===== config.mk =====
export PLATFORM = sky130hd
export DESIGN_NAME = pc_stage
export DESIGN_NICKNAME = d
export VERILOG_FILES = /design/src/rtl/ifetch_pkg.sv /design/src/rtl/pc_stage.sv
export SDC_FILE = /design/constraint.sdc
export NUM_CORES = 1
export LEC_CHECK = 0
export ABC_AREA = 0
export BUFFER_PORTS_ARGS = -buffer_cell sky130_fd_sc_hd__buf_4
export CAP_MARGIN = 5
export CELL_PAD_IN_SITES_DETAIL_PLACEMENT = 1
export CELL_PAD_IN_SITES_GLOBAL_PLACEMENT = 1
export CORE_MARGIN = 10
export CORE_UTILIZATION = 30
export CTS_CLUSTER_SIZE = 30
export DETAILED_ROUTE_END_ITERATION = 7
export PLACE_DENSITY_LB_ADDON = 0.1
export SETUP_SLACK_MARGIN = 0.5
export SLEW_MARGIN = 15
export SYNTH_ARGS = -nofsm -noshare
export SYNTH_HDL_FRONTEND = slang
export SYNTH_SLANG_ARGS = --single-unit

===== constraint.sdc =====
create_clock -name clk_i -period 2.9 [get_ports clk_i]
set_input_delay 0.29 -clock clk_i [delete_from_list [all_inputs] [get_ports clk_i]]
set_output_delay 0.29 -clock clk_i [all_outputs]
set_load 0.05 [all_outputs]

===== src/rtl/ifetch_pkg.sv =====
`default_nettype none

package ifetch_pkg;

  // address and data width
  localparam int xlen = 32;

  // instruction cache line fill
  typedef enum logic [1:0] {
    fill_idle,
    fill_request,
    fill_read,
    fill_commit
  } fill_state_e;

  // vector table read
  typedef enum logic [1:0] {
    vf_idle,
    vf_request,
    vf_read,
    vf_done
  } vec_state_e;

  // program counter stage
  typedef enum logic [1:0] {
    pc_reset_vector,
    pc_run,
    pc_irq_vector
  } pc_state_e;

endpackage

`default_nettype wire


===== src/rtl/pc_stage.sv =====
`default_nettype none

module pc_stage import ifetch_pkg::*; (
  input  logic            clk_i,
  input  logic            reset_i,
  input  logic            irq_i,
  input  logic [xlen-1:0] irq_offset_i,
  output logic            irq_ack_o,
  output logic            vec_start_o,
  output logic [xlen-1:0] vec_offset_o,
  input  logic            vec_done_i,
  input  logic [xlen-1:0] vec_pc_i,
  input  logic            cache_empty_i,
  output logic            req_valid_o,
  output logic [xlen-1:0] req_pc_o,
  input  logic            req_ready_i
);

  pc_state_e state;

  logic [xlen-1:0] pc;
  logic            vec_busy;

  // pending interrupt stops issue right away
  assign req_valid_o = (state == pc_run) & ~irq_i;
  assign req_pc_o = pc;

  assign vec_start_o = (state != pc_run) & ~vec_busy;
  assign vec_offset_o = (state == pc_irq_vector) ? irq_offset_i : '0;
  assign irq_ack_o = (state == pc_irq_vector) & vec_done_i;

  always_ff @(posedge clk_i) begin
    if (reset_i) begin
      state <= pc_reset_vector;
      vec_busy <= 1'b0;
    end else begin
      case (state)
        pc_reset_vector, pc_irq_vector: begin
          if (vec_start_o) begin
            vec_busy <= 1'b1;
          end
          if (vec_done_i) begin
            vec_busy <= 1'b0;
            state <= pc_run;
          end
        end
        pc_run: begin
          // redirect only once nothing accepted is still in flight
          if (irq_i && cache_empty_i) begin
            state <= pc_irq_vector;
          end
        end
        default: begin
          state <= pc_reset_vector;
        end
      endcase
    end
  end

  always_ff @(posedge clk_i) begin
    if (vec_done_i) begin
      pc <= vec_pc_i;
    end else if (req_valid_o && req_ready_i) begin
      pc <= pc + 32'd4;
    end
  end

endmodule

`default_nettype wire


# == Word level (Yosys, flattened, before mapping) ==
# Index checks and enable logic that the tools add are counted.
# op_classes
n_addsub,1
n_mul,0
div_mod_pow,0
magnitude_cmp,0
n_eq_ne,5
n_shift,0
muxes,8
n_bitwise,5
n_reduce_logical,8
# op_table
cell,n
32-bit 2-to-1 mux,3
32-bit by 3-bit adder with 32-bit output (second input constant),1
2-bit 2-to-1 mux,2
2-bit by 1-bit != test with 1-bit output (second input constant),2
2-bit one-hot mux with 2 select lines,1
2-bit AND reduction,2
2-bit nonzero test,2
1-bit AND,3
2-bit by 1-bit == test with 1-bit output (second input constant),1
2-bit == test (second input constant),1
1-bit logical AND,2
2-bit logical NOT,1
1-bit 2-to-1 mux,2
2-bit != test (second input constant),1
1-bit NOT,2
2-bit OR reduction,1
# totals
register_bits,35
latchBits,0
ramBits,0
mem_bits_ro,0
inputBits,70
output_inout_bits,67
word_cells,30
n_memories,0

# == Longest topological paths before layout ==
# Gate-level depths: netlist of run 1.
# depth
word_depth,5
mapped_depth,7
mapped_depth_nobuf,6

# == Worst setup path before layout of run 1 ==
# Ideal clock, no wire load.
# synth_timing
path_kind,register to register
from,register state[0]
to,"register pc[10], in the netlist req_pc_o[10], enable pin"
setup_time_ps,387
arrival_ps,2130
required_ps,2513
setup_slack_ps,383
path_stages_with_launch,5
n_path_buf,0
period_less_slack_ps,2517
path_cell_list,dfxtp_1 > nor2b_1 > nor2b_1 > nand2_1 > nand2_1
# synth_between
elab_chain_len,4
# synth_lines
item,line,source
start: declaration,pc_stage.sv:19,pc_state_e state;
start signal: assignment,pc_stage.sv:34,state <= pc_reset_vector;
start signal: assignment,pc_stage.sv:44,state <= pc_run;
start signal: assignment,pc_stage.sv:50,state <= pc_irq_vector;
2-bit by 1-bit == test with 1-bit output,pc_stage.sv:25,assign req_valid_o = (state == pc_run) & ~irq_i;
1-bit AND,pc_stage.sv:25,
via req_valid_o,pc_stage.sv:14,"output logic req_valid_o,"
1-bit logical AND,pc_stage.sv:63,end else if (req_valid_o && req_ready_i) begin
2-bit nonzero test (no source line),n/a,
end signal: assignment,pc_stage.sv:62,pc <= vec_pc_i;
end signal: assignment,pc_stage.sv:64,pc <= pc + 32'd4;
end: declaration,pc_stage.sv:21,logic [xlen-1:0] pc;
# The timed path passes the listed nets, and every way through them passes these cells.
# A chain may end at the register's enable or synchronous reset.

# == Worst setup path in the final report of run 1 ==
# layout_timing
from,"register pc[2], in the netlist req_pc_o[2]"
to,"register pc[26], in the netlist req_pc_o[26] (data pin)"
# layout_between
elab_chain_len,3
# layout_lines
item,line,source
32-bit by 3-bit adder with 32-bit output,pc_stage.sv:64,
32-bit 2-to-1 mux,pc_stage.sv:63,
32-bit 2-to-1 mux,pc_stage.sv:61,if (vec_done_i) begin
# Every way passes these cells. The select of a mux whose other input is x is not followed.

==> summary.md, run 1 <==
| Metric | Value |
|---|---|
| Yosys top cell by area | `edfxtp_1` |
| Hold Buf Count CTS | `0` |
| # diodes | `0` |
| Synth Flop Type | `edfxtp_1` |
| Die Y | `107 um` |
| Via density per instance | `between 4 and 5` |
| Worst R2R Path Depth | `6` |
| Initial core utilization | `between 30% and 40%` |
| WS Path Type | `flip-flop to flip-flop` |
| Initial antenna violation count | `0` |
| Largest net degree at the start of global routing | `63` |
| Global placement routability congestion | `around 0.7` |
| Clock skew | `0.00827 ns` |
| Crit path time final | `roughly 2.2 ns` |
| Setup TNS | `0 ns` |
| Final Hold Violating Endpoints | `0` |
| HP Start | `reset_i` |
| Worst hold path type | `input pin to flip-flop` |
| Sequential cell area fraction in the yosys report | `between 40% and 50%` |
| Fraction of layout cells with a size suffix above 1 | `42.9%` |
| Async S/R FF share, synth | `0%` |
| Clock buffer depth | `2` |
| Post-synth EDFFs | `32` |
| Post-CTS setup buffers | `0` |
| Post-Syn Nets | `between 300 and 400` |
| Worst EP required | `approximately 2.9 ns` |
| Pre-CTS setup slack | `roughly 0.7 ns` |
| Die area | `between 10000 and 15000 sq um` |
| RSZ-0062 raised after global routing | `false` |
| Final wirelength | `about 8.1 mm` |
| Area contributors post-synth | `edfxtp_1 43%, and2_1 9.7%, xnor2_1 9.3%` |
| Worst setup SP type | `flip-flop` |
| Vias in the first global route | `between 2000 and 2500` |
| Syn avg cell area | `slightly above 9 sq um` |
| Detail Route Antenna Nets | `0` |
| Clock sink count | `35` |
| Max-Cap Viols | `0` |
| Yosys warnings | `0` |
| Fmax | `0.453 GHz` |
| Slew margin rel. | `61.6%` |
| P&R area growth vs syn | `54.8%` |
| Finish-stage setup viols | `0` |
| PnR worst setup slack | `0.693 ns` |
| Final HPWL DP | `~6.5 mm` |
| Status | `finished clean` |
| LEAKAGE | `approximately 1.5 nW` |
| Drt drc | `0` |
| Iter 0 DRT Violations | `just over 90` |
| Root buffer cell | `clkbuf_8` |
| Reg2reg setup slack | `between 0.6 and 0.7 ns` |
| Peak supply drop | `0.000228 V` |
| Pwr dens | `approximately 440 nW/um^2` |
| Total gr overflow | `0` |
| Htree depth | `2` |
| Worst hold slack | `0.174 ns` |
| Mapped Area | `approximately 2300 sq um` |
| Count leader, synth | `nand2_1` |
| Fin. max-slew vios | `0` |
| CP Cell Sequence | `ha_2 > nand4_2 > or4_1 > nor3_2 > xnor2_1 > o21ai_1` |
| Arr. time, crit path | `2.23 ns` |
| First-pass GRT wire length | `12.7 mm` |
| Resized Gates After CTS | `0` |
| Number of nets in the layout | `roughly 450` |
| Core Rows | `31` |
| Hold EP | `state[1]$_SDFFE_PP0P_` |
| Max incr delay on CP | `0.69 ns` |
| #FFs+latches synth | `35` |
| Crit path max-delay cell type | `or4_1` |
| Final Instance Area | `around 3500 sq um` |
| R2r startpoint | `req_pc_o[2]$_DFFE_PP_` |
| Post-synth cell types | `30` |
| Core area | `~7300 sq um` |
| Synth top area share | `a little over two fifths` |
| CTS tree | `built` |
| Clk_lat worst skew | `0.29 ns` |
| Clk pin slew, worst setup/hold paths | `0.08 ns` |
| Placed cell areas | `3390 sq um` |
| Worst hold stages | `2` |
| Port bufs | `136` |
| Synthesized instance count | `roughly 240` |
| Crit path max fanout | `7` |
| Die Span X | `around 110 um` |
| Num CTS Buffers | `5` |
| Worst-Margin Slew | `about 0.58 ns` |
| Crit. End Element | `flip-flop` |
| Period utilization | `around 76%` |
| DR pass1 iterations | `5` |
| Via count | `around 2200` |
| Commonest cells in the synthesized netlist | `38 x nand2_1, 35 x and2_1, 32 x edfxtp_1` |
| Reg2reg end | `req_pc_o[26]$_DFFE_PP_` |
| Total track usage | `13.6%` |
| Fin util | `48.0%` |
| Routed len/inst | `17.0 um` |
| IO Count | `between 100 and 150` |
==> layer usage <==
layer | GRT usage [%] | share of wire, % | vias to the layer above | routed length (um)
li1 | - | - | 1094 | -
met3 | 6.23 | 9.2 | 4 | 744
met5 | 0 | 0 | - | 0
met2 | 23.9 | 51 | 69 | 4170
met1 | 15.1 | 39 | 1024 | 3140
met4 | 2.13 | 0.65 | 0 | 53
==> report_power, final <==
part	switching [mW]	internal [mW]
Clock	0.189	0.252
Combinational	0.269	0.172
Sequential	0.0571	0.606
==> flip-flops by register name (all words and copies together) (netlist names) <==
| register | count |
|---|---|
| state | 2 |
| req_pc_o | 32 |
| vec_busy | 1 |
==> per-stage QoR <==
step	std cells	power, mW
after floorplan	244	0.932
after global placement	469	1.11
after detailed placement	469	1.12
after CTS	477	1.57
after global routing	477	1.62
final	477	1.55
==> critical path: cells and delay by family, from the launching register on <==
kind                       cells  cell delay (ns)
AOI/OAI and AO/OA              1             0.07
xor gates and xnor gates       1             0.13
adders and majority gates      1             0.23
DFF                            1             0.40
and+or+nand+nor                3             1.10
==> how the worst max path moves through the flow <==
| stage | from | endpoint | slack, ns | cells past startpoint |
|---|---|---|---|---|
| global route | req_pc_o[2]$_DFFE_PP_ | req_pc_o[24]$_DFFE_PP_ | 0.52 | 6 |
| CTS | req_pc_o[2]$_DFFE_PP_ | req_pc_o[26]$_DFFE_PP_ | 0.66 | 6 |
| global placement | req_pc_o[7]$_DFFE_PP_ | req_pc_o[31]$_DFFE_PP_ | 0.73 | 5 |
| detailed placement | req_pc_o[2]$_DFFE_PP_ | req_pc_o[26]$_DFFE_PP_ | 0.68 | 6 |
| floorplan | req_pc_o[2]$_DFFE_PP_ | req_pc_o[26]$_DFFE_PP_ | 0.50 | 7 |
| finish | req_pc_o[2]$_DFFE_PP_ | req_pc_o[26]$_DFFE_PP_ | 0.69 | 6 |
==> final cells by class <==
class / count / area, sq um
flip-flops and latches: 35 / 1020
fillers: 904 / 3790
inverters: 9 / 33.8
repair buffers: 139 / 1060
clock inverters: 3 / 38.8
multi-input cells: 187 / 1160
well taps: 99 / 124
clock buffers: 5 / 68.8
==> cell usage in the layout, fill, tap and decap left out <==
master and count:
xor2_1 4, o21ai_1 19, nor4_2 4, nand3_1 8, nand4_1 4, nor2b_1 3, dfxtp_1 3, nand4_2 1
clkinv_2 1, or4_1 3, and3_1 3, and2_1 35, o21ai_0 9, xnor2_1 24, ha_2 1, nor2b_2 1
and4_1 1, clkbuf_8 5, nand3_2 1, nor2_1 15, bufinv_16 1, buf_4 138, clkinv_1 1, nand2_1 38
mux2_2 2, a32oi_1 1, nor3_1 2, nand4_4 1, buf_12 1, a21oi_1 1, edfxtp_1 32, nor3_2 5
nor4_1 1, inv_1 9
==> kinds of logic (layout without fill, tap and decap cells) <==
| kind of cell | count (synthesis) | in the layout | share of synthesized area (%) |
|---|---|---|---|
| and+or+nand+nor | 126 | 126 | 31.8 |
| buffers and inverters | 22 | 156 | 3.87 |
| adders and majority gates | 1 | 1 | 0.553 |
| muxes | 2 | 2 | 0.996 |
| xor gates and xnor gates | 28 | 28 | 10.8 |
| DFF | 35 | 35 | 45.2 |
| AOI/OAI and AO/OA | 30 | 30 | 6.81 |
No activity file was read; power rests on OpenSTA's default activity.
==> run 2, diff against run 1 <==
==> constraint.sdc (replaced) <==
create_clock -name clk_i -period 2.1 [get_ports clk_i]
set_input_delay 0.21 -clock clk_i [delete_from_list [all_inputs] [get_ports clk_i]]
set_output_delay 0.21 -clock clk_i [all_outputs]
set_load 0.05 [all_outputs]
==> summary.md, run 2 (same netlist as run 1, synthesis figures left out) <==
| Metric | Value |
|---|---|
| Worst hold path type | `input pin to flip-flop` |
| Slew margin rel. | `76.1% (+14 points)` |
| Crit path time final | `1.89 ns (-0.312 ns)` |
| Port bufs | `136 (unchanged)` |
| Comb power frac | `32.9% (+4.4 points)` |
| Num CTS Buffers | `5 (unchanged)` |
| P&R area growth vs syn | `77.0%` |
| RSZ-0062 raised after global routing | `true` |
| # diodes | `0 (unchanged)` |
| Global placement routability congestion | `0.752 (+4.6%)` |
| Worst setup SP type | `flip-flop` |
| Period utilization | `90.2% (+14 points)` |
| Non-Filler Instances | `508 (+6.5%)` |
| Clk pin slew, worst setup/hold paths | `0.08 ns (about the same)` |
| Core area | `7290 sq um (unchanged)` |
| LEAKAGE | `1.76 nW (+17%)` |
| Clock buffer depth | `2 (unchanged)` |
| Iter 0 DRT Violations | `69 (-25%)` |
| Finish-stage setup viols | `0 (unchanged)` |
| Total gr overflow | `0 (unchanged)` |
| Worst-Margin Slew | `0.359 ns (-0.217 ns)` |
| Final Hold Violating Endpoints | `0 (unchanged)` |
| Root buffer cell | `clkbuf_8` |
| Seq pwr share | `39.6% (-3.3 points)` |
| Clk_lat worst skew | `0.29 ns (about the same)` |
| Initial core utilization | `31.0% (unchanged)` |
| Pwr dens | `560 nW/um^2 (+27%)` |
| Fmax | `0.528 GHz (+16%)` |
| Status | `finished clean` |
| DR pass1 iterations | `4 (-1)` |
| Clock share of power | `27.5% (-1.0 points)` |
| Worst R2R Path Depth | `6 (unchanged)` |
| Worst EP required | `2.13 ns (-0.79 ns)` |
| Peak supply drop | `0.000248 V (+8.8%)` |
| PnR worst setup slack | `0.205 ns (-0.488 ns)` |
| Filler cell count | `879 (-2.8%)` |
| Detail Route Antenna Nets | `0 (unchanged)` |
| Fraction of layout cells with a size suffix above 1 | `52.8% (+10 points)` |
| Die area | `11400 sq um (unchanged)` |
| Total track usage | `14.5% (+0.87 points)` |
| FF+latch area | `1020 sq um (+0.24%)` |
| Worst hold stages | `2 (unchanged)` |
| Via count | `2412 (+10%)` |
| Initial antenna violation count | `0 (unchanged)` |
| Arr. time, crit path | `1.93 ns (-0.30 ns)` |
| Area of the multi-input gates | `1340 sq um (+15%)` |
| Crit. End Element | `flip-flop` |
| Drt drc | `0 (unchanged)` |
| Crit path max fanout | `7 (unchanged)` |
| IO Count | `137 (unchanged)` |
| Largest net degree at the start of global routing | `37 (-41%)` |
| Routed len/inst | `17.7 um (+4.3%)` |
| Commonest non-fill, non-tap cell in the layout | `buf_4` |
| Most frequent cells in the layout | `152 x buf_4, 36 x nand2_1, 32 x edfxtp_1` |
| Final HPWL DP | `6.72 mm (+3.1%)` |
| Pre-CTS setup slack | `-0.0336 ns (-0.715 ns)` |
| Die Span X | `107 um (unchanged)` |
| Setup TNS | `0 ns (unchanged)` |
| Dpl cells | `484 (+3.2%)` |
| Sw Ratio | `33.7% (+0.44 points)` |
| Hold Buf Count CTS | `0 (unchanged)` |
| P_int | `1.48 mW (+44%)` |
| Core Rows | `31 (unchanged)` |
| Final wirelength | `9.00 mm (+11%)` |
| Placed cell areas | `3540 sq um (+4.4%)` |
| Max FFs per register | `32 (unchanged)` |
| Fin. max-slew vios | `0 (unchanged)` |
| Die Y | `107 um (unchanged)` |
| Vias in the first global route | `2635 (+7.9%)` |
| NetSw | `756 uW (+47%)` |
| First-pass GRT wire length | `13.6 mm (+6.4%)` |
| CTS tree | `built` |
| Htree depth | `2 (unchanged)` |
| Via density per instance | `4.75 (+3.4%)` |
| Clock sink count | `35 (unchanged)` |
| Final Instance Area | `4000 sq um (+14%)` |
| Number of nets in the layout | `479 (+6.9%)` |
| Clock skew | `0.00817 ns (-0.0000977 ns)` |
| WS Path Type | `flip-flop to flip-flop` |
| Max-Cap Viols | `0 (unchanged)` |
-- run 2: cell types whose count changed in the layout (fill, tap and decap cells not counted), sizes merged --
cell    before  now
buf        139  169
clkbuf       5    6
-- run 2: repair_timing --
item	4_1_cts	5_1_grt
cloned	0	3
resized for setup	19	36
pin swaps	8	2
endpoints found under the hold margin	0	0
setup buffers	9	4
setup endpoints to repair	53	55
-- run 2: per-layer routing --
metal / global-route usage [%] / wire (um)
met5: 0 / 0
met3: 6.41 / 837
met1: 15.6 / 3380
met2: 26.2 / 4720
met4: 2.22 / 65
-- run 2: worst max-delay path: stages, from the launching register on --
cell      delay [ns]
edfxtp_1        0.43
ha_4            0.18
nand4_4         0.10
or4_4           0.52
nor3_2          0.21
xnor2_1         0.14
o21ai_1         0.07
-- run 2: final timing paths --
check                        start                      to  slack [ns]
min reg2reg  vec_busy$_SDFFE_PP0P_   vec_busy$_SDFFE_PP0P_        0.53
min                        reset_i   state[1]$_SDFFE_PP0P_        0.09
max reg2reg  req_pc_o[2]$_DFFE_PP_  req_pc_o[26]$_DFFE_PP_        0.21
max          req_pc_o[2]$_DFFE_PP_  req_pc_o[26]$_DFFE_PP_        0.21
-- run 2: per-stage QoR --
stage / hold slack, ns / power (mW) / utilization [%]
floorplan: 0.282 / 1.30 / -
CTS: 0.0924 / 2.24 / 52.4
detailed placement: 0.397 / 1.59 / 48.6
global route: 0.0965 / 2.35 / 54.9
global placement: 0.397 / 1.58 / 48.6
finish: 0.0888 / 2.24 / 54.9
-- run 2: layout make-up --
type	count	share of cell area (%)
inverters	9	0.844
well taps	99	3.10
flip-flops and latches	35	25.6
clock inverters	3	0.969
clock buffers	5	1.72
multi-input cells	187	33.4
repair buffers	170	34.4
-- run 2: power by group through the flow --
stage               Clock [mW]  Sequential [mW]  Combinational, mW
global route             0.657            0.898              0.791
global placement             0            0.906              0.670
floorplan                    0             1.10              0.197
finish                   0.615            0.888              0.737
CTS                      0.626            0.887              0.724
detailed placement           0            0.911              0.680
==> run 3, diff against run 2 <==
--- a/config.mk
+++ b/config.mk
@@ -14,7 +14,9 @@
 export CORE_UTILIZATION = 30
 export CTS_CLUSTER_SIZE = 30
 export DETAILED_ROUTE_END_ITERATION = 7
+export MAX_ROUTING_LAYER = met4
 export PLACE_DENSITY_LB_ADDON = 0.1
+export REMOVE_ABC_BUFFERS = 1
 export SETUP_SLACK_MARGIN = 0.5
 export SLEW_MARGIN = 15
 export SYNTH_ARGS = -nofsm -noshare
==> summary.md, run 3 (same netlist as run 1, synthesis figures left out) <==
| Metric | Value |
|---|---|
| Status | `finished clean` |
| Fmax | `0.523 GHz (-0.90%)` |
| Total gr overflow | `0 (unchanged)` |
| Comb power frac | `33.9% (+1.0 points)` |
| Root buffer cell | `clkbuf_8` |
| Crit path time final | `1.91 ns (+0.0172 ns)` |
| Num CTS Buffers | `5 (unchanged)` |
| Slew margin rel. | `77.0% (+0.91 points)` |
| Iter 0 DRT Violations | `52 (-25%)` |
| Reg2reg end | `req_pc_o[26]$_DFFE_PP_` |
| Clock skew | `0.0187 ns (+0.0106 ns)` |
| PnR worst setup slack | `0.188 ns (-0.0172 ns)` |
| Number of nets in the layout | `489 (+2.1%)` |
| Most frequent cells in the layout | `136 x buf_4, 38 x nand2_1, 35 x buf_6` |
| Drt drc | `0 (unchanged)` |
| Pwr dens | `540 nW/um^2 (-3.5%)` |
| Via count | `2454 (+1.7%)` |
| Port bufs | `136 (unchanged)` |
| Peak supply drop | `0.000287 V (+15%)` |
| R2r startpoint | `req_pc_o[2]$_DFFE_PP_` |
| Die Y | `107 um (unchanged)` |
| Clock sink count | `35 (unchanged)` |
| Core Rows | `31 (unchanged)` |
| Crit. End Element | `flip-flop` |
| Max-Cap Viols | `0 (unchanged)` |
| Reg2reg setup slack | `0.19 ns (-0.02 ns)` |
| CP Launch Point | `req_pc_o[2]$_DFFE_PP_` |
| Final Power | `2.29 mW (+2.3%)` |
| Clock buffer depth | `2 (unchanged)` |
| Seq pwr share | `38.7% (-0.9 points)` |
| Worst setup SP type | `flip-flop` |
| Sw Ratio | `33.8% (+0.075 points)` |
| Fin util | `58.2% (+3.3 points)` |
| Detail Route Antenna Nets | `0 (unchanged)` |
| Clock share of power | `27.4% (about the same)` |
| Die area | `11400 sq um (unchanged)` |
| Dpl cells | `490 (+1.2%)` |
| Die Span X | `107 um (unchanged)` |
| Clk_lat worst skew | `0.30 ns (about the same)` |
| Final HPWL DP | `7.21 mm (+7.4%)` |
| Fin. max-slew vios | `0 (unchanged)` |
| P&R area growth vs syn | `87.5%` |
| WS Path Type | `flip-flop to flip-flop` |
| Vias in the first global route | `2673 (+1.4%)` |
| Fraction of layout cells with a size suffix above 1 | `56.8% (+4.0 points)` |
| Setup TNS | `0 ns (unchanged)` |
| Htree depth | `2 (unchanged)` |
| Commonest non-fill, non-tap cell in the layout | `buf_4` |
| Routed len/inst | `19.2 um (+8.3%)` |
| Pre-CTS setup slack | `-0.0351 ns (-0.00152 ns)` |
| Period utilization | `91.0% (+0.82 points)` |
| Worst R2R Path Depth | `6 (unchanged)` |
| Largest net degree at the start of global routing | `36 (-2.7%)` |
| Initial core utilization | `31.0% (unchanged)` |
| Clk pin slew, worst setup/hold paths | `0.08 ns (about the same)` |
| Initial antenna violation count | `0 (unchanged)` |
| DR pass1 iterations | `4 (unchanged)` |
| Total track usage | `16.1% (+1.5 points)` |
| Finish-stage setup viols | `0 (unchanged)` |
| CTS tree | `built` |
| Final wirelength | `9.94 mm (+10%)` |
| Worst hold stages | `2 (unchanged)` |
| Setup crit end | `req_pc_o[26]$_DFFE_PP_` |
| P_int | `1.52 mW (+2.2%)` |
| Global placement routability congestion | `0.754 (+0.24%)` |
| Non-Filler Instances | `518 (+2.0%)` |
| NetSw | `775 uW (+2.5%)` |
| Arr. time, crit path | `1.95 ns (+0.02 ns)` |
| Worst hold path type | `input pin to flip-flop` |
| Max FFs per register | `32 (unchanged)` |
| Core area | `7290 sq um (unchanged)` |
| Final Hold Violating Endpoints | `0 (unchanged)` |
| # diodes | `0 (unchanged)` |
| LEAKAGE | `1.86 nW (+6.0%)` |
| First-pass GRT wire length | `14.3 mm (+5.6%)` |
| Crit path max fanout | `7 (unchanged)` |
| Via density per instance | `4.74 (-0.22%)` |
| IO Count | `137 (unchanged)` |
| Worst EP required | `2.14 ns (about the same)` |
| Worst-Margin Slew | `0.346 ns (-0.0136 ns)` |
| RSZ-0062 raised after global routing | `true` |
run 3: cell types whose count changed in the layout (fill, tap and decap cells not counted), sizes merged:
cell,delta
buf,+8
clkbuf,+2
run 3: how the worst min path moves through the flow:
stage / startpoint / to / slack [ns]
6_report: reset_i / state[1]$_SDFFE_PP0P_ / 0.09
5_1_grt: reset_i / state[1]$_SDFFE_PP0P_ / 0.08
3_3_place_gp: reset_i / state[0]$_SDFFE_PP0P_ / 0.40
2_1_floorplan: reset_i / state[0]$_SDFFE_PP0P_ / 0.28
3_5_place_dp: reset_i / state[1]$_SDFFE_PP0P_ / 0.40
4_1_cts: reset_i / state[1]$_SDFFE_PP0P_ / 0.08
run 3: power by group through the flow:
stage / clock network (mW) / registers, mW / logic (mW)
floorplan: 0 / 1.10 / 0.172
detailed placement: 0 / 0.905 / 0.687
finish: 0.628 / 0.887 / 0.776
global route: 0.680 / 0.895 / 0.830
CTS: 0.647 / 0.882 / 0.738
global placement: 0 / 0.900 / 0.675
run 3: worst max-delay path: stages (launching register included):
cell	delay, ns
edfxtp_1	0.42
ha_4	0.18
nand4_4	0.11
or4_4	0.54
nor3_2	0.21
xnor2_1	0.14
o21ai_1	0.07
run 3: layer usage:
metal	routed length, um	vias to the layer above	part of all wire (%)	global-route usage [%]
li1	-	1182	-	-
met1	3830	1187	39	16.9
met2	5360	78	54	28.0
met3	655	7	6.6	6.05
met4	98	0	0.99	3.58
met5	0	-	0	-
run 3: layout make-up:
class | count | area [sq um]
repair buffers | 180 | 1590
fillers | 855 | 3050
well taps | 99 | 124
clock buffers | 5 | 68.8
inverters | 9 | 33.8
clock inverters | 3 | 43.8
flip-flops and latches | 35 | 1020
multi-input cells | 187 | 1360
run 3: repair_timing:
action	4_1_cts	5_1_grt
endpoints found under the setup margin	74	87
gates cloned	1	3
setup buffers	9	7
hold buffers	0	0
pin swaps	5	5
resized for setup	29	68
run 3: metrics by stage:
stage / cell area, sq um / hold slack [ns]
after floorplan: 2210 / 0.282
after global placement: 3530 / 0.395
after detailed placement: 3530 / 0.397
after CTS: 3850 / 0.0809
after global routing: 4240 / 0.0769
final: 4240 / 0.0893
